**config.mk**
```make
export PLATFORM = sky130hd
export DESIGN_NAME = mem_access_fsm
export DESIGN_NICKNAME = d
export VERILOG_FILES = /design/src/rv32i_types_pkg.sv /design/src/mem_access_fsm.sv
export VERILOG_INCLUDE_DIRS = /design/src /design/src/src
export SDC_FILE = /design/constraint.sdc
export NUM_CORES = 1
export LEC_CHECK = 0
export BUFFER_PORTS_ARGS = -buffer_cell sky130_fd_sc_hd__buf_2
export CORE_AREA = 2 2 39 41
export DETAILED_ROUTE_END_ITERATION = 7
export DIE_AREA = 0 0 41 43
export PLACE_DENSITY = 0.3
export SYNTH_ARGS = -nofsm -noshare
export SYNTH_HDL_FRONTEND = slang
export SYNTH_SLANG_ARGS = --single-unit
```
**constraint.sdc**
```tcl
create_clock -name clk -period 2 [get_ports clk]
set_input_delay 0.1 -clock clk [delete_from_list [all_inputs] [get_ports clk]]
set_output_delay 0.1 -clock clk [all_outputs]
set_load 0.01 [all_outputs]
```
**src/backend_params.svh**
```systemverilog
`ifndef BACKEND_PARAMS_SVH
`define BACKEND_PARAMS_SVH

// Data path width
`define XLEN 32

// Architectural register count
`define NUM_REGS 32

// Data memory depth in words and wait cycles per access
`define DMEM_WORDS 256
`define DMEM_LATENCY 3

`endif

```
**src/rv32i_types_pkg.sv**
```systemverilog
package rv32i_types_pkg;

    // Writeback source select, order follows the decoder encoding
    typedef enum logic [3:0] {
        alu_out_wb  = 4'd0,
        br_en_wb    = 4'd1,
        u_imm_wb    = 4'd2,
        lw_wb       = 4'd3,
        pc_plus4_wb = 4'd4,
        lb_wb       = 4'd5,
        lbu_wb      = 4'd6,
        lh_wb       = 4'd7,
        lhu_wb      = 4'd8
    } wb_sel_t;

    // Memory operation carried by each instruction
    typedef enum logic [2:0] {
        op_none = 3'd0,         // No data memory access
        op_load = 3'd1,         // Load width comes from the writeback select
        op_sb   = 3'd2,
        op_sh   = 3'd3,
        op_sw   = 3'd4
    } mem_op_t;

    // Access sequencer states
    typedef enum logic {
        st_idle = 1'b0,
        st_wait = 1'b1
    } mem_state_t;

endpackage

```
**src/mem_access_fsm.sv**
```systemverilog
`timescale 1ns/10ps
`include "backend_params.svh"

module mem_access_fsm
import rv32i_types_pkg::*;
(
    input  logic    clk,
    input  logic    rst,
    input  logic    ex_valid,
    input  mem_op_t ex_op,
    input  logic    timer_done,
    output logic    stall,
    output logic    timer_start,
    output logic    mem_fire,
    output logic    stage_load
);

    mem_state_t state;
    mem_state_t state_next;
    logic       is_mem_op;

    assign is_mem_op = (ex_op != op_none);

    always_ff @(posedge clk) begin
        if (rst) begin
            state <= st_idle;
        end else begin
            state <= state_next;
        end
    end

    always_comb begin
        state_next  = state;
        stall       = 1'b0;
        timer_start = 1'b0;
        mem_fire    = 1'b0;
        stage_load  = 1'b0;
        case (state)
            st_idle: begin
                if (ex_valid && is_mem_op) begin
                    stall       = 1'b1;     // Hold upstream from the first cycle
                    timer_start = 1'b1;
                    state_next  = st_wait;
                end else if (ex_valid) begin
                    stage_load  = 1'b1;     // Non-memory ops pass straight to MEM/WB
                end
            end
            st_wait: begin
                if (timer_done) begin
                    mem_fire    = 1'b1;     // Instruction is taken in this cycle
                    stage_load  = 1'b1;
                    state_next  = st_idle;
                end else begin
                    stall       = 1'b1;
                end
            end
            default: begin
                state_next = st_idle;
            end
        endcase
    end

    // Memory fires exactly one latency after the access started
    fire_after_wait: assert property (@(posedge clk) disable iff (rst)
        mem_fire |-> $past(timer_start, `DMEM_LATENCY))
        else $error("mem_fire in state %s without a start %0d cycles earlier",
                    state.name(), `DMEM_LATENCY);

    // Back-pressure is bounded by the memory latency
    stall_bounded: assert property (@(posedge clk) disable iff (rst)
        stall [*`DMEM_LATENCY] |=> !stall)
        else $error("stall held longer than %0d cycles", `DMEM_LATENCY);

endmodule

```
Word-level counts from Yosys, hierarchy flattened

Cells that the tools add are included.

Word-level logic and storage cells: 13
Output and inout bits: 4
Bits of input ports: 7
Register bits after elaboration: 1

Bitwise gates (word level): 1
Reductions and logical operators: 2
Multiplexer cells: 9

Operators by type and width:

| kind                | number |
|---|---|
| $mux W1             | 7 |
| $pmux W1 S2         | 2 |
| $reduce_bool A3 Y1  | 1 |
| $logic_and A1 B1 Y1 | 1 |
| $not A1 Y1          | 1 |

Longest topological paths before layout

Depth in word-level cells: 4
Mapped depth: 2

Worst setup path before layout

OpenSTA, ideal clock, no wires.

Kind: reg2out
Start point: register state
End point: output port stall
Data arrival time: 0.822 ns
Setup slack: 1.078 ns
Data required time: 1.900 ns
Cell stages (with the launch flop): 3
Path buffers: 0
Cells stage by stage: dfxtp_1 -> and2_1 -> nor3_1

Cells in the longest elaborated chain, start to end: 2

RTL lines:

| what                     | line                 | source |
|---|---|---|
| start: declaration       | mem_access_fsm.sv:18 | `mem_state_t state;` |
| start signal: assignment | mem_access_fsm.sv:26 | `state <= st_idle;` |
| start signal: assignment | mem_access_fsm.sv:28 | `state <= state_next;` |
| $not A1 Y1               | -                    |  |
| $pmux W1 S2 *            | mem_access_fsm.sv:38 | `case (state)` |
| end: declaration         | mem_access_fsm.sv:12 | `output logic stall,` |

Mark *: on every way between the ends. The rest lies on a longest branch, timed or not.

Worst setup path after layout

Ends and elaborated chain as after synthesis.

==> flow_metrics.py <==
metrics = {
    "route": {
        "via_count": 114,
        "drtIter0Drc": 1,
        "avgViaCountPerCell": 3.17,
        "drtPass1Iterations": 2,
        "post_drt_wl_per_cell_microns": 8.06,
        "detail-route-antenna-nets": 0,
        "wl_microns": 290,
        "drc_errors": 0,
    },
    "final_layout": {
        "fin_area_sq_um": 155,
        "largestRegisters": "state x1",
        "largest-register": "state",
        "final_nets": 29,
        "multi_input_area_sq_um": 61.3,
        "largest_reg_flops": 1,
        "instances_no_fill": 36,
        "diodes": 0,
        "fin_util_pct": 11.2,
        "n_fill_cell": 163,
        "area_growth_pct": 82.4,
        "seq_area_sq_um": 20.0,
        "drive_gt1_share_pct": 60.0,
    },
    "power": {
        "combPwrFrac_pct": 54.8,
        "clkPwrFrac_pct": 0,
        "cellPowerDensity_nw_per_um2": 347,
        "peakVddDrop_mv": 0.0936,
        "p_leak_nw": 0.0677,
        "p_sw_share_pct": 32.1,
        "seqPwrFrac_pct": 45.2,
        "power_mw": 0.0539,
        "p_sw_mw": 0.0173,
        "intPower_mw": 0.0366,
    },
    "place": {
        "io_buffers": 10,
        "routabilityCongestion": 0.620,
        "pre_cts_ws_ns": 0.983,
        "dp.cells": 36,
        "placed_cell_area_sq_um": 155,
        "hpwl_microns": 269,
    },
    "synthesis": {
        "syn_inst": 10,
        "synth.top_cell.area_share_pct": 29.4,
        "synth.avg_cell_area_sq_um": 8.51,
        "synth_area_sq_um": 85.1,
        "synth.net_count": 17,
        "synth-seq-cells": 1,
        "synth_top_cell_by_area": "nor4_2",
        "synth_area_leaders": "nor4_2, dfxtp_1, nor3_1",
        "synth.distinct_cells": 8,
        "synth_warnings": 0,
        "seq_area_frac_synth_pct": 23.5,
    },
    "timing": {
        "tns_ns": 0,
        "finClkSkew_ns": 0,
        "fin_crit_ns": 1.01,
        "rsz0062_at_grt": "false",
        "hold_viol_final": 0,
        "worst-slew-pin-transition_ns": 0.297,
        "timing.final.crit_share_pct": 50.6,
        "post-route-worst-setup-slack_ns": 0.987,
        "slew_headroom_pct": 80.1,
        "setup-violations-final": 0,
        "clock.fmax_mhz": 987,
        "hold_slack_ns": 0.271,
        "slew_violations": 0,
    },
    "status": {
        "status": "finished, final reports clean",
    },
    "grt": {
        "grt_usage_pct": 3.40,
        "antenna_found_initial": 0,
        "overflow": 0,
        "grt_pass1_vias": 121,
        "grt_pass1_wl_microns": 455,
        "grt_max_degree": 6,
    },
    "critical_path": {
        "worst-path-buf-inv": 1,
        "slowest_stage": "nor4_2",
        "arrival_ns": 0.91,
        "cp_data_required_time_ns": 1.90,
        "ff2ff_setup_slack_ns": 1.13,
        "path_class": "register to primary output",
        "critPathLaunchType": "register",
        "crit_chain": "nor4_2, nor3_1, buf_2",
        "cp-end-kind": "primary output",
        "critPathMaxFanout": 5,
        "cpPeakStageDelay_ns": 0.33,
        "critical-path-top-delay-family": "simple AND/OR/NAND/NOR gates",
    },
    "clock_tree": {
        "postCtsHoldBufs": 0,
        "cts_setup_buffers": 0,
        "clk_pin_slew_ns": 0,
        "clkLatencyLatePin_ns": 0,
        "postCtsResizedCells": 0,
    },
    "die": {
        "placement_rows": 14,
        "design.core.area_sq_um": 1380,
        "die_w_microns": 41,
        "start_util_pct": 6.15,
        "fp.dieArea_sq_um": 1760,
        "io_pins": 11,
        "fp.dieH_microns": 43,
    },
    "hold_path": {
        "hold_path.class": "input pin to register",
    },
    "run": {
        "max_cap_viol_count": 0,
    },
}
kinds of logic (layout without fill, tap and decap cells):
kind of cell | Yosys count | count (layout) | share of synthesized area, %
simple gates | 7 | 7 | 61.8
flops | 1 | 1 | 23.5
buf+inv | 1 | 11 | 4.41
compound gates | 1 | 1 | 10.3
worst paths after layout:
path / to / startpoint / depth (start not counted)
hold / removal: state$_SDFF_PP0_ / rst / 2
hold reg to reg: state$_SDFF_PP0_ / state$_SDFF_PP0_ / 2
setup / recovery: stall / state$_SDFF_PP0_ / 3
setup reg to reg: state$_SDFF_PP0_ / state$_SDFF_PP0_ / 2
power groups by stage:
stage	registers (mW)	clock network, mW	logic (mW)
6_report	0.0244	0	0.0295
3_3_place_gp	0.0240	0	0.0293
5_1_grt	0.0247	0	0.0328
4_1_cts	0.0243	0	0.0297
2_1_floorplan	0.0239	0	0.0143
3_5_place_dp	0.0243	0	0.0295
Yosys cell counts (all sizes together):
| cell | instances |
|---|---|
| a31o | 1 |
| nor4 | 2 |
| and2 | 1 |
| nor3b | 1 |
| dfxtp | 1 |
| inv | 1 |
| nor2 | 1 |
| nor3 | 2 |
cell usage in the layout (no fill, tap or decap):
master,instances
nor3_1,2
nor4_2,2
inv_1,1
and2_1,1
a31o_1,1
buf_2,10
nor3b_1,1
nor2_1,1
dfxtp_1,1
layer usage:
layer  routed length [microns]  vias to the layer above  GRT usage (%)  part of all wire [%]
met5                         0                        -              0                     0
met4                         0                        0              0                     0
met3                        72                        0           1.05                    25
met2                        60                       11           3.44                    21
met1                       157                       44           6.69                    54
li1                          -                       59              -                     -
final cells by class:
cell class | instances | share of cell area, %
tap | 16 | 12.9
multi-input combinational | 8 | 39.5
sequential | 1 | 12.9
inverter | 1 | 2.42
timing repair buffer | 10 | 32.3
Note: power is estimated with default switching activity, not from simulation.
