## config.mk

```make
export PLATFORM = sky130hd
export DESIGN_NAME = regfile
export DESIGN_NICKNAME = d
export VERILOG_FILES = /design/src/regfile.sv
export VERILOG_INCLUDE_DIRS = /design/src /design/src/src
export SDC_FILE = /design/constraint.sdc
export NUM_CORES = 1
export LEC_CHECK = 0
export ABC_CLOCK_PERIOD_IN_PS = 2200
export BUFFER_PORTS_ARGS = -buffer_cell sky130_fd_sc_hd__buf_4
export CORE_UTILIZATION = 45
export DETAILED_ROUTE_END_ITERATION = 8
export GPL_ROUTABILITY_DRIVEN = 0
export SLEW_MARGIN = 20
export SYNTH_ARGS = -nofsm -noshare
export SYNTH_HDL_FRONTEND = slang
export SYNTH_SLANG_ARGS = --single-unit
```

## constraint.sdc

```tcl
create_clock -name clk -period 2.2 [get_ports clk]
set_clock_uncertainty 0.2 [all_clocks]
set_input_delay 0 -clock clk [delete_from_list [all_inputs] [get_ports clk]]
set_output_delay 0 -clock clk [all_outputs]
set_load 0.005 [all_outputs]
```

## src/backend_params.svh

```systemverilog
`ifndef BACKEND_PARAMS_SVH
`define BACKEND_PARAMS_SVH

// Data path width
`define XLEN 32

// Architectural register count
`define NUM_REGS 32

// Data memory depth in words and wait cycles per access
`define DMEM_WORDS 256
`define DMEM_LATENCY 3

`endif

```

## src/regfile.sv

```systemverilog
`timescale 1ns/10ps
`include "backend_params.svh"

module regfile #(
    parameter int AW = $clog2(`NUM_REGS)
) (
    input  logic               clk,
    input  logic               rst,
    input  logic               we,
    input  logic [AW-1:0]      rd_s,
    input  logic [`XLEN-1:0]   rd_v,
    input  logic [AW-1:0]      dbg_rs_s,
    output logic [`XLEN-1:0]   dbg_rs_v
);

    logic [`XLEN-1:0] regs [`NUM_REGS];

    always_ff @(posedge clk) begin
        if (rst) begin
            for (int i = 0; i < `NUM_REGS; i++) begin
                regs[i] <= '0;
            end
        end else if (we && (rd_s != '0)) begin
            regs[rd_s] <= rd_v;     // x0 is never written
        end
    end

    // No write bypass so a new value shows up the cycle after the write
    assign dbg_rs_v = regs[dbg_rs_s];

endmodule

```

---- Word-level counts from Yosys, hierarchy flattened ----
Memories as Yosys holds them, arrays and structs flattened.
Index checks and enable logic that the tools add are counted.
cells by class
  muxes and demuxes ....................... 8
  reduce and logical (&&, ||, !) cells .... 3
operators by type and width
  operator             number
  32-bit 2-to-1 mux    1
  32-bit OR reduction  1
  1-bit 2-to-1 mux     6
  5-bit 2-to-1 mux     1
  5-bit nonzero test   1
  1-bit logical AND    1
storage, ports and cells
  bits in registers ....................... 0
  RAM bits ................................ 1024
  input port bits ......................... 45
  output and inout bits ................... 32
  word-level logic and storage cells ...... 12
  memories ................................ 1
memory list
  memory  words  bits a word  rd ports  clocked after memory_dff  wr ports  RTL line       text
  regs    32     32           1         0                         32        regfile.sv:16  logic [`XLEN-1:0] regs [`NUM_REGS];

---- Logic depth before layout (Yosys ltp) ----
Gate-level depths: netlist (run 1).
  depth after elaboration ................. 7
  gate-level depth with buffers ........... 8

---- Worst setup path before layout (run 1) ----
OpenSTA, ideal clock, no wires.
  path type ............................... input to register
  start point ............................. in rst
  end point ............................... mem regs[12][0] in the netlist's numbering, enable pin
  arrival ................................. 1233 ps
  data required time ...................... 1625 ps
  setup slack ............................. 392 ps
  cell stages on the path ................. 5
  path buffers ............................ 1
  path through ............................ nand2b_1 -> or3_1 -> buf_6 -> nor2_4 -> or2_2
RTL lines
  item         RTL line       text
  from (decl)  regfile.sv:8   input logic rst,
  to (decl)    regfile.sv:16

---- Worst setup path in the final report (run 1) ----
  start point ............................. mem regs[2][14] in the netlist's numbering
  end point ............................... out dbg_rs_v[14]
between the ends
  cells in the longest elaborated chain, start to end .. 1
RTL lines
  item                     RTL line       text
  memory read 32 x 32 bit  -
  to (decl)                regfile.sv:13  output logic [`XLEN-1:0] dbg_rs_v
Every way passes these cells.

==> results.toml, run 1 <==
[placement]
post-place-cells = 4804
numPortBuffers = 76
dp_hpwl_um = 77000

[critical_path]
crit_required_ns = 2.00
crit_path_max_fanout = 1
max_stage_delay_ns = 0.37
cp.arrival_ns = 2.13
crit_chain = "mux2i_1 -> a22o_1 -> nor3_2 -> a31oi_2 -> buf_4 -> nand3_4 -> buf_6"
cpMaxStageDelayCell = "edfxtp_1"
critPathLaunchType = "flip-flop"
path_class = "reg -> out"
crit_path_end_kind = "primary output"

[grt]
grt_max_degree = 65
grt_pass1_vias = 28700
grt_usage_pct = 23.6
grt_overflow_total = 0
antenna_found_initial = 9
grt_pass1_wl_um = 186000

[die]
coreArea_um2 = 104000
initial_utilization_pct = 45.4
rows = 118
fp.dieW_um = 325
io_pins = 77
dieArea_um2 = 106000
die_h_um = 325

[timing]
rsz0062_at_grt = "yes"
drv_slew = 0
period_minus_slack_ns = 2.33
max_slew.worst_pin.slew_ns = 0.837
layout_setup_ws_ns = -0.134
final_hold_viol_count = 0
fin_crit_sh_pct = 106
final-setup-viol-count = 29
relSlewSlack_pct = 44.2
max_freq_mhz = 428
holdWs_ns = 0.0760

[layout]
stdcell_count = 5035
area_growth_pct = 16.0
n_fill_cell = 8597
top_register = "regs"
drive_above_1_share_pct = 14.6
fin_nets = 3611
final_cell_mix = "edfxtp_1 (1024), and2_1 (992), mux2i_1 (510)"
top_regs = "regs (1024)"
final_common_cell = "edfxtp_1"
largest_reg_flops = 1024

[synthesis]
avgSynthCellArea_um2 = 13.7
synth_compound_gate_area_share_pct = 4.17
yosysWarningCount = 0
synth-seq-cells = 1024
ys_seq_area_share_pct = 65.3
synth_xor_area_share_pct = 0
synthAdderAreaFrac_pct = 0
synth_area_um2 = 47100
synthMuxAreaShare_pct = 10.9
synth_simple_gate_area_share_pct = 16.5
postSynthCellCount = 3447
synth.distinct_cells = 30
synth_top_family_by_area = "simple AND/OR/NAND/NOR gates"

[power_and_ir_drop]
swShare_pct = 22.9
p_comb_share_pct = 8.6
p_leak_uw = 0.0206
seqPwrFrac_pct = 51.4
p_clk_share_pct = 40.0
ir_drop_uv = 655
p_int_uw = 34200
p_per_area_nw_per_um2 = 811
power_switching_uw = 10100

[flow_run]
cap_violations = 0

[cts]
htree_num_levels = 3
clk_path_buf_depth = 3
clkSinkCount = 1024
ctsRootBufferMaster = "clkbuf_16"
cts_buffers = 108
tritoncts = "built"
clkTransAtPathRegs_ns = 0.06
cts_setup_buffers = 0

[run_status]
status = "finished, violations left"
violations = "setup timing"

[routing]
drtAntennaViolNets = 0
drcViolationCount = 0
route.vias.total = 27900
first_iter_violations = 2445
viasPerCell = 5.55
routed_wl_um = 125000
post_drt_wl_per_cell_um = 24.8
dr.pass1.iters = 5

[hold_path]
hold_path.class = "in -> reg"
-- final cells by class --
class                      count  area [µm²]  share of cell area, %
timing repair buffer         298        3280                   6.01
tap                         1380        1730                   3.16
multi-input combinational   2134       15500                   28.3
clock inverter                57         518                  0.948
sequential                  1024       30700                   56.3
clock buffer                 137        2880                   5.26
antenna                        5        12.5                 0.0229
-- power groups by stage --
stage	clock network (µW)	logic (µW)	registers, µW
final	17700	3800	22800
after global routing	18600	4030	22900
after CTS	17900	3800	22800
after detailed placement	0	3590	23200
after global placement	0	3540	23200
after floorplan	0	1950	23100
-- per-layer routing --
metal	global-route usage [%]	wire length (µm)
met2	38.3	59000
met5	0	77
met4	7.04	3760
met1	33.2	55000
met3	3.01	7290
-- Yosys cell counts (all sizes together) --
cell	count	area [µm²]
or3	2	12.5
nand3b	4	33.8
and2	993	6210
nor3	32	160
nand3	98	495
a21oi	96	480
a31oi	32	200
nor2b	3	21.3
nor2	34	218
a22o	64	561
nand2	99	374
conb	1	3.75
buf	110	676
or3b	2	22.5
or2	32	200
clkbuf	210	800
a22oi	96	721
edfxtp	1024	30700
nand2b	3	18.8
mux2i	512	5120
-- logic make-up after synthesis --
kind of cell           Yosys count
buffers and inverters          320
other                            1
AO/OA/AOI/OAI                  288
AND/OR/NAND/NOR               1302
flip-flops                    1024
multiplexers                   512
-- stage by stage --
stage | setup slack, ns | power [µW] | setup TNS, ns | area (µm²) | util [%]
2_1_floorplan | 0.392 | 25100 | 0 | 47200 | -
3_3_place_gp | 0.0334 | 26700 | 0 | 50400 | 48.6
3_5_place_dp | 0.0127 | 26800 | 0 | 50400 | 48.6
4_1_cts | -0.175 | 44500 | -3.64 | 54600 | 52.7
5_1_grt | -0.212 | 45500 | -4.43 | 54600 | 52.7
6_report | -0.134 | 44300 | -1.63 | 54600 | 52.7
-- critical path: cells and delay by family (launching register included) --
family	cells	cell delay (ns)
AOI/OAI and AO/OA	2	0.42
buffers and inverters	2	0.30
DFF	1	0.37
muxes	1	0.21
and+or+nand+nor	2	0.14
-- final timing paths --
path  slack [ns]         from  depth (start not counted)      endpoint
max        -0.13  regs[2][14]                          7  dbg_rs_v[14]
min         0.08      rd_s[1]                          6  regs[10][26]
-- what timing repair did --
item / CTS / global route
pin swaps: 27 / 22
hold buffers: 35 / 0
cloned: 0 / 0
gates resized for setup: 79 / 10
endpoints found under the hold margin: 1024 / 0
setup endpoints to repair: 32 / 32
Note: power is estimated with default switching activity, not from simulation.
==> inputs of run 2 (changes only) <==
--- a/config.mk
+++ b/config.mk
@@ -8,10 +8,10 @@
 export LEC_CHECK = 0
 export ABC_CLOCK_PERIOD_IN_PS = 2200
 export BUFFER_PORTS_ARGS = -buffer_cell sky130_fd_sc_hd__buf_4
+export CORE_MARGIN = 8
 export CORE_UTILIZATION = 45
 export DETAILED_ROUTE_END_ITERATION = 8
 export GPL_ROUTABILITY_DRIVEN = 0
-export SLEW_MARGIN = 20
 export SYNTH_ARGS = -nofsm -noshare
 export SYNTH_HDL_FRONTEND = slang
 export SYNTH_SLANG_ARGS = --single-unit
==> constraint.sdc (replaced) <==
create_clock -name clk -period 2.2 [get_ports clk]
set_clock_uncertainty 0.2 [all_clocks]
set_input_delay 0.11 -clock clk [delete_from_list [all_inputs] [get_ports clk]]
set_output_delay 0.11 -clock clk [all_outputs]
set_load 0.005 [all_outputs]
==> run 2 against run 1 <==
  * Sequential power is essentially flat
  * Largest cell class unchanged
  * Critical path depth unchanged
  * Sequential share of layout area is 1.0 points lower
  * Power up 2.1%
  * Critical path type unchanged
  * Maximum frequency down 3.1%
  * Die area increased by 8.8%
  * Critical endpoint is now dbg_rs_v[9]
  * Utilization grew 0.96 points
  * Clock power grew 4%
  * Global-route usage decreased by 1.9 points
  * The flow still finishes with violations (setup timing)
  * Wire length is 3.2% higher
==> results.toml, run 2 (synthesized netlist as in run 1, its figures left out) <==
[run_status]
status = "finished, violations left"
violations = "setup timing"

[die]
coreArea_um2 = 104000
dieArea_um2 = 115000
die_h_um = 339
initial_utilization_pct = 45.4
fp.dieW_um = 339
io_pins = 77
rows = 118

[critical_path]
cpMaxStageDelayCell = "edfxtp_1"
path_class = "reg -> out"
crit_required_ns = 1.89
critical_path.top_delay_family = "compound AO/OA/AOI/OAI gates"
max_stage_delay_ns = 0.37
cp.arrival_ns = 2.10
critPathLaunchType = "flip-flop"
crit_chain = "mux2i_1 -> a22o_1 -> nor3_2 -> a31oi_1 -> buf_4 -> nand3_4 -> buf_4"
crit_path_max_fanout = 1
crit_path_end_kind = "primary output"
cp_common_cell = "buf_4"
crit_buf_inv = 2

[power_and_ir_drop]
swShare_pct = 23.1
p_clk_share_pct = 40.7
p_per_area_nw_per_um2 = 813
p_leak_uw = 0.0211
p_int_uw = 34800
power_switching_uw = 10400
ir_drop_uv = 618
seqPwrFrac_pct = 50.4
p_comb_share_pct = 8.9

[layout]
drive_above_1_share_pct = 17.1
area_growth_pct = 18.1
final_cell_mix = "edfxtp_1 (1024), and2_1 (992), mux2i_1 (506)"
largest_reg_flops = 1024
final_common_cell = "edfxtp_1"
top_regs = "regs (1024)"
top_register = "regs"
fin_nets = 3671

[cts]
ctsRootBufferMaster = "clkbuf_16"
cts_buffers = 107
clkSinkCount = 1024
cts_setup_buffers = 0
htree_num_levels = 3
tritoncts = "built"
clk_path_buf_depth = 3
clkTransAtPathRegs_ns = 0.06

[routing]
drcViolationCount = 0
route.vias.total = 28400
post_drt_wl_per_cell_um = 25.3
dr.pass1.iters = 5
drtAntennaViolNets = 0
viasPerCell = 5.56
routed_wl_um = 129000
first_iter_violations = 2485

[timing]
max_slew.worst_pin.slew_ns = 0.508
max_freq_mhz = 415
period_minus_slack_ns = 2.41
drv_slew = 0
relSlewSlack_pct = 66.1
fin_crit_sh_pct = 110
finalSetupTns_ns = -4.38
final_hold_viol_count = 0
rsz0062_at_grt = "yes"
layout_setup_ws_ns = -0.209
final-setup-viol-count = 32

[grt]
grt_pass1_vias = 29600
grt_pass1_wl_um = 190000
antenna_found_initial = 6
grt_usage_pct = 21.7
grt_overflow_total = 0
grt_max_degree = 45

[placement]
dp_hpwl_um = 81100
numPortBuffers = 76
place_ws_ns = -0.166

[flow_run]
cap_violations = 0

[hold_path]
hold_path.class = "in -> reg"
run 2: changes by cell type in the layout (fill, tap and decap cells not counted), moves of 7 or more:
cell and delta:
buf_12 +14, clkbuf_1 -13, nand3_4 +7, nor3_2 +13, nor3_1 -15, buf_4 +49, a31oi_2 -7
run 2: path summary, 6_finish.rpt:
path / startpoint / end / slack, ns / depth (start not counted)
worst max-delay path: regs[7][9] / dbg_rs_v[9] / -0.21 / 7
worst min-delay path: rd_s[3] / regs[16][3] / 0.12 / 5
run 2: layout make-up:
class / instances / area, µm²
flip-flops and latches: 1024 / 30700
diodes: 4 / 10.0
clock inverters: 79 / 801
well taps: 1380 / 1730
fillers: 8610 / 48000
clock buffers: 121 / 2750
repair buffers: 359 / 3910
multi-input cells: 2134 / 15700
run 2: per-layer routing:
metal	vias to the layer above	track usage [%]	share of wire, %
met5	-	0	0.040
met4	8	7.52	3.4
met3	215	3.12	5.9
met2	937	35.4	47
met1	14500	29.9	44
li1	12700	-	-
run 2: through the flow:
| step | total power (µW) | utilization (%) | cell area (µm²) | hold WS [ns] | std cells |
|---|---|---|---|---|---|
| after CTS | 45500 | 53.6 | 55600 | 0.0766 | 5099 |
| after global placement | 26900 | 49.4 | 51200 | 0.432 | 4885 |
| final | 45200 | 53.7 | 55600 | 0.115 | 5101 |
| after detailed placement | 27000 | 49.4 | 51200 | 0.450 | 4885 |
| after floorplan | 25100 | - | 47200 | 0.108 | 3478 |
| after global routing | 46600 | 53.7 | 55600 | 0.116 | 5097 |
run 2: timing repair:
item                       4_1_cts  5_1_grt
pin swaps                       42       32
hold endpoints to repair      1004        0
setup endpoints to repair       32       32
hold buffers                    33        0
gates resized for setup        116       10
gates cloned                     0        0
run 2: power groups by stage:
stage,combinational [µW],clock [µW],sequential (µW)
finish,4010,18400,22800
floorplan,1950,0,23100
global route,4240,19400,22900
CTS,4010,18700,22800
global placement,3730,0,23100
detailed placement,3770,0,23200
