--- src/backend_params.svh ---
`ifndef BACKEND_PARAMS_SVH
`define BACKEND_PARAMS_SVH

// Data path width
`define XLEN 32

// Architectural register count
`define NUM_REGS 32

// Data memory depth in words and wait cycles per access
`define DMEM_WORDS 256
`define DMEM_LATENCY 3

`endif

--- src/mem_wait_timer.sv ---
`timescale 1ns/10ps
`include "backend_params.svh"

module mem_wait_timer (
    input  logic clk,
    input  logic rst,
    input  logic start,
    output logic done
);

    localparam int CW = $clog2(`DMEM_LATENCY + 1);

    logic [CW-1:0] count;
    logic          running;

    always_ff @(posedge clk) begin
        if (rst) begin
            running <= 1'b0;
            count   <= '0;
        end else if (start) begin
            running <= 1'b1;
            count   <= CW'(`DMEM_LATENCY - 1);   // Last cycle is the one at zero
        end else if (running) begin
            if (count == '0) begin
                running <= 1'b0;
            end else begin
                count <= count - 1'b1;
            end
        end
    end

    assign done = running && (count == '0);

    // Sequencer must wait for the previous access to finish
    no_restart: assert property (@(posedge clk) disable iff (rst) start |-> !running)
        else $error("timer restarted while running");

endmodule

--- config.mk ---
export PLATFORM = sky130hd
export DESIGN_NAME = mem_wait_timer
export DESIGN_NICKNAME = d
export VERILOG_FILES = /design/src/mem_wait_timer.sv
export VERILOG_INCLUDE_DIRS = /design/src /design/src/src
export SDC_FILE = /design/constraint.sdc
export NUM_CORES = 1
export LEC_CHECK = 0
export BUFFER_PORTS_ARGS = -buffer_cell sky130_fd_sc_hd__buf_2
export CORE_AREA = 4 4 41 43
export DETAILED_ROUTE_END_ITERATION = 8
export DIE_AREA = 0 0 45 47
export MAX_ROUTING_LAYER = met4
export PLACE_DENSITY = 0.3
export SKIP_CTS_REPAIR_TIMING = 1
export SLEW_MARGIN = 15
export SYNTH_ARGS = -nofsm -noshare
export SYNTH_HDL_FRONTEND = slang
export SYNTH_SLANG_ARGS = --single-unit
--- constraint.sdc ---
create_clock -name clk -period 1.2 [get_ports clk]
set_input_delay 0.12 -clock clk [delete_from_list [all_inputs] [get_ports clk]]
set_output_delay 0.12 -clock clk [all_outputs]
set_load 0.03 [all_outputs]
* Word-level counts from Yosys, hierarchy flattened
Index checks and enable logic that the tools add are counted.
Storage, ports and cells: register bits 3, input bits 3, output and inout bits 1, word-level logic and storage cells 18
Operators by class: muxes and demuxes 6, bitwise gates (word level) 1, add/sub/neg operators 1, equality and inequality tests 1, reduce and logical (&&, ||, !) cells 6
Operators with widths (count):
- $mux 2 | 3
- $reduce_and 2->1 | 2
- $mux 1 | 3
- $logic_not 2->1 | 1
- $ne 2x2->1 const B | 1
- $reduce_bool 2->1 | 1
- $reduce_or 2->1 | 1
- $sub 2x1->2 const B | 1
- $logic_and 1x1->1 | 1
- $not 1->1 | 1

* Longest topological paths before layout
Gate-level depths: netlist (run 1).
depth after elaboration 4, depth in mapped cells 3, gate-level depth less buffers 3

* Worst setup path after synthesis (run 1)
Ideal clock, no wire load.
path type reg-to-output, from register count[0], to output port done, data required time 1080 ps, data arrival time 853 ps, cell stages (with the launch flop) 3, setup slack 227 ps, cells stage by stage dfxtp_1 -> nand2b_1 -> nor2_1
Between the ends: word-level cells in the longest chain between the ends 2
Ends and longest elaborated chain:
- from (decl) | line mem_wait_timer.sv:13 | logic [CW-1:0] count;
- from (signal assigned) | line mem_wait_timer.sv:22 | count <= CW'(`DMEM_LATENCY - 1);
- from (signal assigned) | line mem_wait_timer.sv:27 | count <= count - 1'b1;
- $logic_not 2->1 | line mem_wait_timer.sv:32 | assign done = running && (count == '0);
- $logic_and 1x1->1 | line mem_wait_timer.sv:32
- to (decl) | line mem_wait_timer.sv:8 | output logic done
No other way between the ends.

* Worst setup path in the final report (run 1)
Same ends and word-level chain as after synthesis.

==> results.toml, run 1 <==
[grt]
overflow = 0
grt_max_degree = 5
grt_pass1_vias = 107
antenna_found_initial = 0
grt_pass1_wl_um = 324
grt_usage_pct = 3.01

[timing]
timing.hold.ws_ps = 79.3
hold_viol = 0
fin_skew_ps = 1.08
finalMaxSlewViolations = 0
period_minus_slack_ps = 1090
slew_headroom_pct = 90.6
setup_violations = 0
rsz0062_at_grt = "false"
finalCritPeriodShare_pct = 91.0
timing.setup.tns_ps = 0
worst_slew_pin_slew_ps = 140
max_freq_mhz = 916

[cts]
clk_pin_slew_ps = 30
cts_inserted_buffers = 3
clk_latency_ps = 230
cts.path.max_buffers = 2
cts_tree = "done"
cts.sinks = 3
cts.htree.levels = 1
cts_root_buffer = "clkbuf_4"

[setup_path]
worst-path-buf-inv = 1
arrival_ps = 970
crit_slowest_cell = "dfxtp_1"
cp-end-kind = "output port"
critPathTopFamily = "flip-flops"
crit_fanout = 4
reg2reg_slack_ps = 440
timing.critical_path.cells = "nand2b_1 > nor2_1 > buf_2"
slowest_delay_ps = 310
path_class = "reg2out"
start_kind = "flop"
worstPathRequired_ps = 1080

[floorplanning]
rows = 13
die_area_sq_um = 2120
coreArea_sq_um = 1300
initial_core_util_pct = 9.13
die_y_um = 47
die_w_um = 45
ios = 4

[detailed_routing]
wl_met1_um = 104
detail_route.drc_violations = 0
top_layer_used = "met3"
via_count = 105
routed_wl_um = 209
met2WireLength_um = 91
final_antenna_net_count = 0
wl_met3_um = 13
firstDrtPassIters = 2
drtIter0Drc = 1
via_per_inst = 3.00
wire_per_inst_um = 5.97

[synth]
synth_edf_count = 0
synth.distinct_cells = 8
post-synth-top-area-fraction_pct = 50.5
syn_nets = 16
ys_ff_latch = 3
yosys.area.top_type = "dfxtp_1"
ys_seq_area_share_pct = 50.5
netlist_area_sq_um = 119
synth.avg_cell_area_sq_um = 9.14
synthTopCellsByArea = "dfxtp_1, a211oi_2, nand2b_1"
async_reset_ff_share_pct = 0
synthTopCellsByCount = "dfxtp_1, a21oi_1, nand2b_1, nor2_1"
yosysWarnings = 0
ys.flop_type = "dfxtp_1"
yosysMostFrequentCell = "dfxtp_1"
synth_cells = 13

[power_and_ir_drop]
power.internal_mw = 0.239
swShare_pct = 21.5
vdd_drop_max_v = 0.000315
finalPower_mw = 0.305
power_frac_seq_pct = 36.1
switching_power_mw = 0.0655
p_leak_nw = 0.0716
p_clk_share_pct = 56.8
power_density_nw_per_um2 = 1700
share_comb_of_total_power_pct = 7.2

[final_layout]
nets = 24
area_growth_pct = 50.5
diodes = 0
final_layout_size_suffix_gt1_share_pct = 35.0
fillCellCount = 159

[flow_run]
drv_cap = 0

[worst_hold_path]
hp-class = "in2reg"

[status]
outcome = "finished, final reports clean"

[placement]
place_congestion = 0.515
numPortBuffers = 3
power groups by stage:
stage / Clock, mW / Combinational [mW] / Sequential [mW]
6_report: 0.173 / 0.0218 / 0.110
5_1_grt: 0.194 / 0.0245 / 0.111
4_1_cts: 0.185 / 0.0224 / 0.110
3_5_place_dp: 0 / 0.0223 / 0.111
3_3_place_gp: 0 / 0.0226 / 0.112
2_1_floorplan: 0 / 0.0137 / 0.110
routing by layer:
metal	GRT usage [%]	vias to the layer above
met5	-	-
met1	2.03	43
met3	1.15	0
li1	-	58
met4	8.77	0
met2	2.82	4
metrics by stage:
| step | cell area (sq um) | utilization (%) | std cells | setup WS (ps) |
|---|---|---|---|---|
| floorplan | 119 | - | 13 | 227 |
| global placement | 153 | 11.7 | 31 | 333 |
| detailed placement | 153 | 11.7 | 31 | 342 |
| CTS | 179 | 13.8 | 35 | 87.8 |
| global route | 179 | 13.8 | 35 | 10.1 |
| finish | 179 | 13.8 | 35 | 108 |
layout make-up:
| type | count | area [sq um] | area share, % |
|---|---|---|---|
| sequential | 3 | 60.1 | 33.6 |
| multi-input combinational | 9 | 55.1 | 30.8 |
| clock buffer | 4 | 26.3 | 14.7 |
| tap | 15 | 18.8 | 10.5 |
| timing repair buffer | 3 | 15.0 | 8.39 |
| inverter | 1 | 3.75 | 2.10 |
sequential cells by signal (all words and copies together) (netlist names):
| register | cells |
|---|---|
| count | 2 |
| running | 1 |
worst paths after layout:
path,start,end,depth (start not counted)
max reg2reg,count[0],count[1],3
max,count[0],done,3
min,rst,count[0],2
min reg2reg,count[0],count[0],2
logic make-up after synthesis:
kind of cell,after synthesis,synth area share [%]
and+or+nand+nor,5,23.2
AOI/OAI and AO/OA,4,23.2
DFF,3,50.5
buffers and inverters,1,3.15
cells in the final DEF, fill, tap and decap left out:
cell	Yosys	routed
a211oi_2	1	1
a21oi_1	2	2
buf_2	0	3
clkbuf_1	0	1
clkbuf_4	0	3
dfxtp_1	3	3
inv_1	1	1
nand2b_1	2	2
nand3b_1	1	1
nor2_1	2	2
o21ai_0	1	1
Note: power is estimated with default switching activity, not from simulation.
==> run 2: changes to the inputs <==
==> constraint.sdc (replaced) <==
create_clock -name clk -period 1.2 [get_ports clk]
set_input_delay 0.24 -clock clk [delete_from_list [all_inputs] [get_ports clk]]
set_output_delay 0.24 -clock clk [all_outputs]
set_load 0.03 [all_outputs]
==> run 2 against run 1 <==
Against the previous run: wire length rose by 3.8%; worst hold slack gained 110 ps; die area unchanged; clock power barely moved; first-iteration DRC count down 100%; count of clock-buffer cells in the layout is the same; non-clock buffer count unchanged; combinational power rose by 34%; maximum frequency down 5.9%; utilization rose by 1.8 points; critical path depth unchanged; final area up 13%; critical path type unchanged; largest cell class is now multi-input gates; highest routed layer unchanged.
==> results.toml, run 2 (same netlist as run 1, synthesis figures left out) <==
[status]
outcome = "finished, final reports clean"

[timing]
finalMaxSlewViolations = 0
max_freq_mhz = 862
timing.hold.ws_ps = 192
rsz0062_at_grt = "true"
finalCritPeriodShare_pct = 96.7
slew_headroom_pct = 88.2
fin_skew_ps = 1.35
period_minus_slack_ps = 1160
worst_slew_pin_slew_ps = 177
setup_violations = 0
setup_slack_ps = 39.5
hold_viol = 0

[cts]
cts_inserted_buffers = 3
cts_tree = "done"
clk_pin_slew_ps = 30
cts.path.max_buffers = 2
cts.htree.levels = 1
cts_root_buffer = "clkbuf_4"
cts.sinks = 3
clk_latency_ps = 230

[final_layout]
reg_top3 = "count (2), running (1)"
regMostFlops = "count"
layout_common_cells = "clkbuf_4, a21oi_1, dfxtp_2, buf_2"
final_layout_size_suffix_gt1_share_pct = 55.0
area_growth_pct = 70.5
final_cell_area_sq_um = 203
final_common_cell = "clkbuf_4"
multiInputGateArea_sq_um = 70.1
regArea_sq_um = 62.6
diodes = 0
fillCellCount = 154
largest_reg_flops = 2
utilization_pct = 15.6
nets = 24
fin_cells = 35

[flow_run]
drv_cap = 0

[grt]
grt_pass1_wl_um = 324
met3_usage_pct = 1.15
met2_usage_pct = 2.82
overflow = 0
grt-busiest-layer = "met4"
grt_pass1_vias = 107
antenna_found_initial = 0
grt_max_degree = 5
grt_usage_pct = 3.01
groute.layer.met1.usage_pct = 2.03

[power_and_ir_drop]
p_leak_nw = 0.0746
power_density_nw_per_um2 = 1550
vdd_drop_max_v = 0.000329

[placement]
dpl-instance-area_sq_um = 153
numPortBuffers = 3
dp_cells = 31
post-place-ws_ps = 222
place_congestion = 0.515

[detailed_routing]
via_count = 108
via_per_inst = 3.09
detail_route.drc_violations = 0
wire_per_inst_um = 6.20
routed_wl_um = 217
final_antenna_net_count = 0
drtIter0Drc = 0
firstDrtPassIters = 1

[setup_path]
path_class = "reg2out"
start_kind = "flop"
crit_fanout = 4
worstPathRequired_ps = 960
arrival_ps = 920
cp-end-kind = "output port"

[worst_hold_path]
hp-class = "in2reg"

[floorplanning]
coreArea_sq_um = 1300
die_area_sq_um = 2120
ios = 4
rows = 13
die_y_um = 47
initial_core_util_pct = 9.13
die_w_um = 45
==> run 2: power by group <==
group | total, mW | switching, mW | internal [mW]
registers | 0.113 | 0.00664 | 0.106
logic | 0.0292 | 0.0144 | 0.0148
clock network | 0.173 | 0.0483 | 0.124
==> run 2: worst paths after layout <==
path | slack, ps | cells after the start | endpoint | startpoint
worst min-delay path | 190 | 2 | count[0] | rst
worst max-delay path | 40 | 3 | done | count[0]
worst max register to register | 430 | 2 | count[0] | count[1]
worst min register to register | 500 | 2 | count[0] | count[0]
==> run 2: cell type report <==
cell class                 count  area share [%]
sequential                     3            30.9
timing repair buffer           3            10.5
inverter                       1            1.85
multi-input combinational      9            34.6
tap                           15            9.26
clock buffer                   4            13.0
==> run 2: through the flow <==
stage	power [mW]	setup TNS, ps
after CTS	0.318	-32.2
after global placement	0.134	0
after detailed placement	0.134	0
final	0.315	0
after floorplan	0.124	0
after global routing	0.339	0
==> run 2: metal layers <==
layer	vias up	routed length, um
li1	58	-
met1	46	109
met2	4	94
met3	0	13
met4	0	0
met5	-	0
==> run 2: worst max-delay path, stage by stage, from the launching register on <==
cell      delay [ps]
dfxtp_2          320
nand2b_4         150
nor2_4           100
buf_6            130
==> run 3: changes to the inputs <==
==> constraint.sdc (replaced) <==
create_clock -name clk -period 1.2 [get_ports clk]
set_input_delay 0.06 -clock clk [delete_from_list [all_inputs] [get_ports clk]]
set_output_delay 0.06 -clock clk [all_outputs]
set_load 0.03 [all_outputs]
==> run 3 against run 2 <==
Against the previous run: count of clock-buffer cells in the layout stayed put; non-clock buffer count stayed put; power fell by 3.3%; global-route usage up 0.16 points; clock skew down 0.53 ps; worst hold slack worse by 170 ps; worst setup slack improved by 130 ps; critical endpoint unchanged; highest routed layer is now met4.
==> results.toml, run 3 (same netlist as run 1, synthesis figures left out) <==
[final_layout]
diodes = 0
multiInputGateArea_sq_um = 55.1
fillCellCount = 156
regMostFlops = "count"
nets = 24
layout_common_cells = "clkbuf_4, dfxtp_1, buf_2"
largest_reg_flops = 2
final_cell_area_sq_um = 179
area_growth_pct = 50.5
reg_top3 = "count (2), running (1)"
fin_cells = 35
final_layout_size_suffix_gt1_share_pct = 35.0
regArea_sq_um = 60.1

[timing]
slew_headroom_pct = 90.9
setup_violations = 0
timing.setup.tns_ps = 0
worst_slew_pin_slew_ps = 135
timing.hold.ws_ps = 18.9
rsz0062_at_grt = "false"
setup_slack_ps = 168
finalCritPeriodShare_pct = 86.0
finalMaxSlewViolations = 0
fin_skew_ps = 0.821
period_minus_slack_ps = 1030
max_freq_mhz = 969
hold_viol = 0

[floorplanning]
die_y_um = 47
coreArea_sq_um = 1300
die_w_um = 45
rows = 13
initial_core_util_pct = 9.13
die_area_sq_um = 2120
ios = 4

[detailed_routing]
routed_wl_um = 201
via_count = 110
via_per_inst = 3.14
firstDrtPassIters = 2
drtIter0Drc = 2
final_antenna_net_count = 0
wire_per_inst_um = 5.74
detail_route.drc_violations = 0

[cts]
cts.sinks = 3
clk_pin_slew_ps = 30
cts.path.max_buffers = 2
cts_inserted_buffers = 3
clk_latency_ps = 230
cts.htree.levels = 1
cts_tree = "done"
cts_root_buffer = "clkbuf_4"

[placement]
dp_cells = 31
dpl-instance-area_sq_um = 153
numPortBuffers = 3
post-place-ws_ps = 397
place_congestion = 0.521

[grt]
overflow = 0
grt_usage_pct = 3.17
antenna_found_initial = 0
grt_max_degree = 5
grt_pass1_wl_um = 358
grt_pass1_vias = 102

[setup_path]
reg2reg_slack_ps = 450
path_class = "reg2out"
ff2ff_path_depth = 3
crit_fanout = 4
arrival_ps = 970
worstPathRequired_ps = 1140
start_kind = "flop"
cp-end-kind = "output port"

[power_and_ir_drop]
switching_power_mw = 0.0653
power_frac_seq_pct = 36.1
p_clk_share_pct = 56.8
share_comb_of_total_power_pct = 7.1
p_leak_nw = 0.0716
vdd_drop_max_v = 0.000311
swShare_pct = 21.4
power.internal_mw = 0.239
power_density_nw_per_um2 = 1700

[flow_run]
drv_cap = 0

[worst_hold_path]
hold_depth = 2
hp-class = "in2reg"

[status]
outcome = "finished, final reports clean"
-- run 3: cell counts in the layout (fill, tap and decap cells not counted) --
No cell type changed its count.
-- run 3: worst paths after layout --
check                start  endpoint
hold reg to reg    running   running
hold / removal         rst  count[0]
setup / recovery  count[0]      done
setup reg to reg  count[0]  count[1]
-- run 3: power by group through the flow --
stage / registers [mW] / logic [mW] / clock network, mW
detailed placement: 0.111 / 0.0222 / 0
finish: 0.110 / 0.0217 / 0.173
global placement: 0.112 / 0.0227 / 0
floorplan: 0.110 / 0.0137 / 0
CTS: 0.110 / 0.0223 / 0.183
global route: 0.111 / 0.0243 / 0.193
-- run 3: metrics by stage --
step	total power [mW]	util [%]
2_1_floorplan	0.124	-
3_3_place_gp	0.134	11.7
3_5_place_dp	0.133	11.7
4_1_cts	0.315	13.8
5_1_grt	0.328	13.8
6_report	0.304	13.8
-- run 3: worst max-delay path: stages (launching register included) --
cell      delay [ps]
dfxtp_1          310
nand2b_1         150
nor2_1            80
buf_2            200
-- run 3: final cells by class --
cell class                 count  share of cell area [%]
clock buffer                   4                    14.7
inverter                       1                    2.10
multi-input combinational      9                    30.8
sequential                     3                    33.6
tap                           15                    10.5
timing repair buffer           3                    8.39
-- run 3: per-layer routing --
| layer | wire length, um | vias up | track usage (%) |
|---|---|---|---|
| li1 | - | 58 | - |
| met5 | 0 | - | - |
| met2 | 76 | 6 | 2.54 |
| met1 | 100 | 44 | 2.71 |
| met3 | 16 | 2 | 2.30 |
| met4 | 8 | 0 | 7.02 |
