--- src/backend_params.svh ---
`ifndef BACKEND_PARAMS_SVH
`define BACKEND_PARAMS_SVH

// Data path width
`define XLEN 32

// Architectural register count
`define NUM_REGS 32

// Data memory depth in words and wait cycles per access
`define DMEM_WORDS 256
`define DMEM_LATENCY 3

`endif

--- src/rv32i_types_pkg.sv ---
package rv32i_types_pkg;

    // Writeback source select, order follows the decoder encoding
    typedef enum logic [3:0] {
        alu_out_wb  = 4'd0,
        br_en_wb    = 4'd1,
        u_imm_wb    = 4'd2,
        lw_wb       = 4'd3,
        pc_plus4_wb = 4'd4,
        lb_wb       = 4'd5,
        lbu_wb      = 4'd6,
        lh_wb       = 4'd7,
        lhu_wb      = 4'd8
    } wb_sel_t;

    // Memory operation carried by each instruction
    typedef enum logic [2:0] {
        op_none = 3'd0,         // No data memory access
        op_load = 3'd1,         // Load width comes from the writeback select
        op_sb   = 3'd2,
        op_sh   = 3'd3,
        op_sw   = 3'd4
    } mem_op_t;

    // Access sequencer states
    typedef enum logic {
        st_idle = 1'b0,
        st_wait = 1'b1
    } mem_state_t;

endpackage

--- src/mem_wb_align.sv ---
`timescale 1ns/10ps
`include "backend_params.svh"

module mem_wb_align
import rv32i_types_pkg::*;
(
    input  logic               clk,
    input  logic               rst,
    input  logic               stage_load,
    input  logic               ex_valid,
    input  wb_sel_t            wb_sel,
    input  logic               regf_we,
    input  logic [4:0]         rd_s,
    input  logic [`XLEN-1:0]   pc,
    input  logic [`XLEN-1:0]   alu_out,
    input  logic [`XLEN-1:0]   br_en,
    input  logic [`XLEN-1:0]   u_imm,
    input  logic [1:0]         addr_lo,
    input  logic [`XLEN-1:0]   rdata,
    output logic               wb_valid,
    output wb_sel_t            wb_sel_q,
    output logic               regf_we_q,
    output logic [4:0]         rd_s_q,
    output logic [`XLEN-1:0]   pc_q,
    output logic [`XLEN-1:0]   alu_out_q,
    output logic [`XLEN-1:0]   br_en_q,
    output logic [`XLEN-1:0]   u_imm_q,
    output logic [`XLEN-1:0]   lw_q,
    output logic [`XLEN-1:0]   lb_q,
    output logic [`XLEN-1:0]   lbu_q,
    output logic [`XLEN-1:0]   lh_q,
    output logic [`XLEN-1:0]   lhu_q
);

    logic [`XLEN-1:0] shifted;

    assign shifted = rdata >> (8 * addr_lo);   // Addressed byte lands in bits 7:0

    always_ff @(posedge clk) begin
        if (rst) begin
            wb_valid <= 1'b0;
        end else begin
            wb_valid <= stage_load && ex_valid;     // Empty cycles leave a bubble
        end
    end

    always_ff @(posedge clk) begin
        if (stage_load) begin
            wb_sel_q  <= wb_sel;
            regf_we_q <= regf_we;
            rd_s_q    <= rd_s;
            pc_q      <= pc;
            alu_out_q <= alu_out;
            br_en_q   <= br_en;
            u_imm_q   <= u_imm;
            lw_q      <= rdata;
            lb_q      <= {{(`XLEN-8){shifted[7]}}, shifted[7:0]};
            lbu_q     <= {{(`XLEN-8){1'b0}}, shifted[7:0]};
            lh_q      <= {{(`XLEN-16){shifted[15]}}, shifted[15:0]};
            lhu_q     <= {{(`XLEN-16){1'b0}}, shifted[15:0]};
        end
    end

endmodule

--- config.mk ---
export PLATFORM = sky130hd
export DESIGN_NAME = mem_wb_align
export DESIGN_NICKNAME = d
export VERILOG_FILES = /design/src/rv32i_types_pkg.sv /design/src/mem_wb_align.sv
export VERILOG_INCLUDE_DIRS = /design/src /design/src/src
export SDC_FILE = /design/constraint.sdc
export NUM_CORES = 1
export LEC_CHECK = 0
export ABC_AREA = 0
export BUFFER_PORTS_ARGS = -buffer_cell sky130_fd_sc_hd__buf_2
export CAP_MARGIN = 20
export CORE_AREA = 2 2 184 186
export CTS_CLUSTER_SIZE = 12
export DETAILED_ROUTE_END_ITERATION = 6
export DIE_AREA = 0 0 186 188
export PLACE_DENSITY = 0.46
export SYNTH_ARGS = -nofsm -noshare
export SYNTH_HDL_FRONTEND = slang
export SYNTH_SLANG_ARGS = --single-unit
--- constraint.sdc ---
create_clock -name clk -period 2.4 [get_ports clk]
set_clock_uncertainty 0.15 [all_clocks]
set_input_delay 0.36 -clock clk [delete_from_list [all_inputs] [get_ports clk]]
set_output_delay 0.36 -clock clk [all_outputs]
set_load 0.05 [all_outputs]
Word-level counts from Yosys, hierarchy flattened. Cells that the tools add are included.

Reductions and logical operators: 1. Shifts and indexed selects: 1.

Operators by type and width (number): 32-bit by 5-bit >> shifter with 16-bit output (1); 1-bit logical AND (1).

Output and inout port bits: 299. Input port bits: 176. Logic and storage cells: 15. Register bits: 219.

Depth between registers and ports, before layout. Gate-level depths: netlist (run 1).

Depth in word-level cells: 1. Gate-level depth with buffers: 4. Mapped depth without buffers: 2.

Least setup slack after synthesis (run 1). Ideal clock, no wire load.

Path type: flip-flop to output port. From: register lh_q[7] (netlist name). To: output lb_q[10]. Setup slack: 532 ps. Arrival time: 1358 ps. Required time: 1890 ps. Path buffers: 1. Stages on the path, launching flop included: 2. Cell sequence: edfxtp_1 buf_4.

RTL lines: end, declared (line mem_wb_align.sv:29) `` output logic [`XLEN-1:0] lb_q, ``.

==> results.sh, run 1 <==
export IMPL_outcome="finished, final reports clean"
export IMPL_critPathBufInv=1
export IMPL_slew_violations=0
export IMPL_rsz0062_at_grt="false"
export IMPL_timing_setup_tns_ns=0
export IMPL_netSwitchingPower_uw=3280
export IMPL_clock_tree_root_cell="sky130_fd_sc_hd__clkbuf_16"
export IMPL_design_die_area_um2=35000
export IMPL_critical_path_cell_chain="buf_2"
export IMPL_ys_seq_elements=187
export IMPL_max_vdd_ir_drop_mv=0.502
export IMPL_clock_path_buffers=2
export IMPL_final_layout_size_suffix_gt1_share_pct=53.5
export IMPL_fin_crit_ns=2.01
export IMPL_setup_violations=0
export IMPL_hold_path_class="in2reg"
export IMPL_gr_usage_all_layers_pct=11.0
export IMPL_synth_enable_flop_cells=186
export IMPL_post_synth_top_area_cell="sky130_fd_sc_hd__edfxtp_1"
export IMPL_number_of_antenna_violations_at_the_first_check_in_global_routing=3
export IMPL_io_pins=475
export IMPL_pwr_share_clk_pct=30.9
export IMPL_mappedNetlistArea_um2=6840
export IMPL_synth_async_sr_flop_share_pct=0
export IMPL_netlist_cell_type_count=12
export IMPL_floorplan_initialDensity_pct=20.7
export IMPL_port_buffer_count=434
export IMPL_max_slew_worst_pin_slew_ns=0.554
export IMPL_tritoncts_clock_tree="done"
export IMPL_timing_critical_path_to_type="output port"
export IMPL_yosysTopAreaCellShare_pct=81.7
export IMPL_wl_per_cell_um=14.5
export IMPL_power_frac_comb_pct=26.0
export IMPL_worstPathArrival_ns=1.50
export IMPL_post_synth_top_count_cell="sky130_fd_sc_hd__edfxtp_1"
export IMPL_grt_max_degree=49
export IMPL_cts_sinks=187
export IMPL_seq_power_share_pct=43.0
export IMPL_post_cts_setup_buffers=0
export IMPL_timing_critical_path_required_ns=1.89
export IMPL_route_antenna_remaining_nets=0
export IMPL_nets_final=1061
export IMPL_static_leakage_power_uw=0.00484
export IMPL_synth_sequential_area_ratio_pct=81.9
export IMPL_slowest_delay_ns=0.70
export IMPL_cell_internal_pwr_uw=5970
export IMPL_place_detailed_instances=1143
export IMPL_critical_path_top_delay_family="flip-flops"
export IMPL_routed_wirelength_um=19500
export IMPL_row_cnt=67
export IMPL_cp_start_kind="flip-flop"
export IMPL_synth_commonest_cells="sky130_fd_sc_hd__edfxtp_1 (186), sky130_fd_sc_hd__buf_4 (113), sky130_fd_sc_hd__mux2i_1 (8), sky130_fd_sc_hd__mux4_2 (8), sky130_fd_sc_hd__o2bb2ai_1 (8)"
export IMPL_finalNonFillerCells=1347
export IMPL_area_growth_synth_to_finish_pct=64.5
export IMPL_number_of_cts_inserted_buffers=17
export IMPL_ctsHtreeMaxLevel=4
export IMPL_fmax_ghz=0.497
export IMPL_dr_total_vias=4733
export IMPL_grt_remaining_overflow=0
export IMPL_post_synth_main_area_contributors="sky130_fd_sc_hd__edfxtp_1 (82%), sky130_fd_sc_hd__buf_4 (12%), sky130_fd_sc_hd__mux4_2 (2.6%)"
export IMPL_drt_first_pass_iters=4
export IMPL_chipHeight_um=188
export IMPL_dp_hpwl_um=13700
export IMPL_place_congestion=0.740
export IMPL_ys_dominant_reg_cell="sky130_fd_sc_hd__edfxtp_1"
export IMPL_yosys_warnings=0
export IMPL_syn_mean_instance_area_um2=20.6
export IMPL_vias_in_the_first_global_route=4907
export IMPL_category_of_the_most_critical_setup_path="reg2out"
export IMPL_netSwitchingFraction_pct=35.4
export IMPL_cts_reportedPaths_clkPinSlew_ns=0.07
export IMPL_post_synth_inst_count=332
export IMPL_wire_length_of_the_first_global_routing_pass_um=27900
export IMPL_finalCritPeriodShare_pct=83.8
export IMPL_max_slew_margin_pct=63.1
export IMPL_critical_path_peak_fanout=28
export IMPL_report_final_hold_viol_count=0
export IMPL_drtIter0Drc=149
export IMPL_cell_pwr_density_nw_per_um2=822
export IMPL_die_width_um=186
export IMPL_core_util_final_pct=34.0
export IMPL_cp_slowest_cell="sky130_fd_sc_hd__edfxtp_1"
export IMPL_drv_max_cap_violation_count=0
export IMPL_drcViolationCount=0
export IMPL_placeableCoreArea_um2=33100
export IMPL_vias_per_cell=3.51
-- layout make-up --
| class | count | area (um^2) |
|---|---|---|
| Clock inverter | 13 | 153 |
| Sequential cell | 187 | 5610 |
| Tap cell | 448 | 561 |
| Multi-Input combinational cell | 67 | 494 |
| Antenna cell | 1 | 2.50 |
| Timing Repair Buffer | 612 | 3990 |
| Fill cell | 3205 | 21900 |
| Clock buffer | 19 | 443 |
-- timing repair --
action                    CTS  global route
gates resized for setup     0             0
hold buffers              171             0
hold endpoints to repair  170             0
-- sequential cells by signal (all words and copies together) (netlist names), 4 cells and up --
signal	flops
lb_q	7
lh_q	9
lw_q	32
pc_q	32
rd_s_q	5
u_imm_q	32
alu_out_q	32
br_en_q	32
wb_sel_q	4
-- power by group through the flow --
stage | clock [uW] | combinational, uW | sequential (uW)
detailed placement | 0 | 2200 | 4050
floorplan | 0 | 864 | 4980
global placement | 0 | 2200 | 4050
global route | 3080 | 2510 | 4010
CTS | 2980 | 2420 | 3980
finish | 2860 | 2410 | 3980
-- routing by layer --
layer | global-route usage [%] | part of all wire (%) | wire length, um
met1 | 10.3 | 34 | 6580
met4 | 4.12 | 1.9 | 378
met5 | 0 | 0.15 | 30
met3 | 4.93 | 9.9 | 1930
met2 | 20.8 | 54 | 10600
-- kinds of logic (layout without fill, tap and decap cells) --
kind of cell	after synthesis	in the layout	share of synthesized area [%]
muxes	16	16	3.80
buffers and inverters	117	644	13.0
DFF	187	187	81.9
AOI/OAI and AO/OA	8	8	1.02
and+or+nand+nor	3	3	0.201
other	1	41	0.0548
-- cells in the final DEF, fill, tap and decap left out, types with 2 or more instances in the layout --
cell / count
sky130_fd_sc_hd__buf_2: 433
sky130_fd_sc_hd__edfxtp_1: 186
sky130_fd_sc_hd__dlygate4sd3_1: 171
sky130_fd_sc_hd__conb_1: 40
sky130_fd_sc_hd__clkbuf_16: 17
sky130_fd_sc_hd__mux2i_1: 8
sky130_fd_sc_hd__o2bb2ai_1: 8
sky130_fd_sc_hd__mux4_2: 8
sky130_fd_sc_hd__inv_6: 4
sky130_fd_sc_hd__buf_12: 4
sky130_fd_sc_hd__buf_4: 3
sky130_fd_sc_hd__clkinvlp_4: 2
sky130_fd_sc_hd__clkinv_8: 2
sky130_fd_sc_hd__inv_8: 2
sky130_fd_sc_hd__clkinv_4: 2
-- through the flow --
stage               total power, uW  cell area [um^2]  setup WS, ns  hold slack (ns)
finish                         9250             11300         0.389           0.0548
global route                   9600             11200         0.123           0.0379
CTS                            9380             11200         0.315           0.0410
global placement               6250              8940         0.601            0.367
detailed placement             6250              8940         0.592            0.371
floorplan                      5840              6990         0.532            0.282
-- path summary, 6_finish.rpt --
path | cells after the start | slack (ns) | end | startpoint
worst max-delay path | 1 | 0.39 | lb_q[10] | lh_q[7]
worst min-delay path | 1 | 0.05 | lw_q[27] | rdata[27]
Power figures use the tool's default switching activity.
==> run 2, diff against run 1 <==
--- a/config.mk
+++ b/config.mk
@@ -13,7 +13,7 @@
 export CTS_CLUSTER_SIZE = 12
 export DETAILED_ROUTE_END_ITERATION = 6
 export DIE_AREA = 0 0 186 188
-export PLACE_DENSITY = 0.46
+export PLACE_DENSITY = 0.48
 export SYNTH_ARGS = -nofsm -noshare
 export SYNTH_HDL_FRONTEND = slang
 export SYNTH_SLANG_ARGS = --single-unit
==> constraint.sdc (replaced) <==
create_clock -name clk -period 1.8 [get_ports clk]
set_clock_uncertainty 0.15 [all_clocks]
set_input_delay 0.27 -clock clk [delete_from_list [all_inputs] [get_ports clk]]
set_output_delay 0.27 -clock clk [all_outputs]
set_load 0.05 [all_outputs]
==> results.sh, run 2 (synthesis gave the netlist of run 1 again) <==
export IMPL_cts_reportedPaths_clkPinSlew_ns=0.07
export IMPL_clock_tree_root_cell="sky130_fd_sc_hd__clkbuf_16"
export IMPL_vias_in_the_first_global_route=5173
export IMPL_place_congestion=0.750
export IMPL_hold_path_class="in2reg"
export IMPL_pwr_share_clk_pct=29.8
export IMPL_worstPathArrival_ns=1.26
export IMPL_routed_wirelength_um=21300
export IMPL_die_width_um=186
export IMPL_met3_wirelength_um=1840
export IMPL_number_of_cts_inserted_buffers=17
export IMPL_slew_violations=0
export IMPL_finalHoldWorstSlack_ns=0.0993
export IMPL_dr_total_vias=4850
export IMPL_rsz0062_at_grt="true"
export IMPL_cts_sinks=187
export IMPL_number_of_antenna_violations_at_the_first_check_in_global_routing=2
export IMPL_dp_hpwl_um=16100
export IMPL_nets_final=1070
export IMPL_io_pins=475
export IMPL_setup_violations=0
export IMPL_timing_critical_path_required_ns=1.38
export IMPL_timing_setup_tns_ns=0
export IMPL_drcViolationCount=0
export IMPL_fmax_ghz=0.597
export IMPL_vias_per_cell=3.58
export IMPL_netSwitchingPower_uw=4320
export IMPL_power_frac_comb_pct=27.0
export IMPL_layout_cells_most_common_list="sky130_fd_sc_hd__buf_2 (405), sky130_fd_sc_hd__edfxtp_1 (186), sky130_fd_sc_hd__dlygate4sd3_1 (172)"
export IMPL_finalCritPeriodShare_pct=93.1
export IMPL_port_buffer_count=434
export IMPL_clock_path_buffers=2
export IMPL_tritoncts_clock_tree="done"
export IMPL_seq_power_share_pct=43.2
export IMPL_topRoutingLayerUsed="met4"
export IMPL_netSwitchingFraction_pct=35.2
export IMPL_area_growth_synth_to_finish_pct=66.5
export IMPL_placeableCoreArea_um2=33100
export IMPL_drt_first_pass_iters=4
export IMPL_report_final_hold_viol_count=0
export IMPL_grt_max_degree=46
export IMPL_cell_internal_pwr_uw=7950
export IMPL_routed_metal_1_wirelength_um=7060
export IMPL_cell_pwr_density_nw_per_um2=1080
export IMPL_category_of_the_most_critical_setup_path="reg2out"
export IMPL_max_vdd_ir_drop_mv=0.825
export IMPL_route_antenna_remaining_nets=0
export IMPL_layout_cells_most_common="sky130_fd_sc_hd__buf_2"
export IMPL_ctsHtreeMaxLevel=4
export IMPL_chipHeight_um=188
export IMPL_outcome="finished, final reports clean"
export IMPL_static_leakage_power_uw=0.00490
export IMPL_drtIter0Drc=210
export IMPL_drv_max_cap_violation_count=0
export IMPL_row_cnt=67
export IMPL_wl_per_cell_um=15.7
export IMPL_timing_critical_path_to_type="output port"
export IMPL_gr_usage_all_layers_pct=12.3
export IMPL_critical_path_peak_fanout=28
export IMPL_cp_start_kind="flip-flop"
export IMPL_fin_crit_ns=1.68
export IMPL_grt_remaining_overflow=0
export IMPL_floorplan_initialDensity_pct=20.7
export IMPL_design_die_area_um2=35000
export IMPL_fillerInstances=3221
export IMPL_wire_length_of_the_first_global_routing_pass_um=30800
export IMPL_routed_wl_met2_um=12200
export IMPL_final_layout_size_suffix_gt1_share_pct=53.8
run 2: cell types whose count changed in the layout (fill, tap and decap cells not counted), sizes merged:
| cell | previous run | this run |
|---|---|---|
| clkbuf | 19 | 47 |
| buf | 441 | 420 |
| clkinv | 4 | 3 |
| clkinvlp | 2 | 3 |
| diode | 1 | 2 |
| dlygate4sd3 | 171 | 172 |
run 2: worst max-delay path, cell delays in order (launching register included):
cell                       delay [ns]
sky130_fd_sc_hd__edfxtp_1        0.34
sky130_fd_sc_hd__buf_6           0.21
sky130_fd_sc_hd__clkbuf_4        0.27
run 2: cell type report:
class,count,area [um^2],area share [%]
diodes,2,5.00,0.0439
clock buffers,18,429,3.77
clock inverters,13,133,1.16
multi-input cells,67,494,4.34
flip-flops and latches,187,5610,49.2
well taps,448,561,4.92
repair buffers,621,4160,36.6
run 2: path summary, 6_finish.rpt:
path | start | end | slack, ns | cells after the start
setup / recovery | lh_q[7] | lhu_q[7] | 0.12 | 2
hold / removal | stage_load | br_en_q[17] | 0.1 | 1
run 2: timing repair:
item,4_1_cts,5_1_grt
gates resized for setup,0,29
setup buffers,2,0
endpoints found under the hold margin,175,0
hold buffers,172,0
endpoints found under the setup margin,22,28
run 2: metrics by stage:
step | utilization [%] | area (um^2) | power, uW | instances | setup slack, ns
after global routing | 34.4 | 11400 | 12800 | 1356 | 0.00771
final | 34.4 | 11400 | 12300 | 1356 | 0.124
after global placement | 27.1 | 8990 | 8370 | 1149 | 0.249
after floorplan | - | 6990 | 7790 | 371 | 0.0219
after detailed placement | 27.1 | 8990 | 8380 | 1149 | 0.225
after CTS | 34.2 | 11300 | 12400 | 1354 | 0.000928
run 2: metal layers:
| layer | up-vias | global-route usage (%) |
|---|---|---|
| met5 | - | 0 |
| met4 | 0 | 3.57 |
| met3 | 12 | 4.76 |
| met2 | 310 | 24.0 |
| met1 | 2312 | 11.6 |
| li1 | 2216 | - |
run 2: power groups by stage:
stage	clock network [uW]	logic, uW	registers, uW
floorplan	0	1150	6640
global placement	0	2970	5410
detailed placement	0	2970	5410
CTS	3780	3300	5310
global route	3950	3470	5340
finish	3650	3310	5300
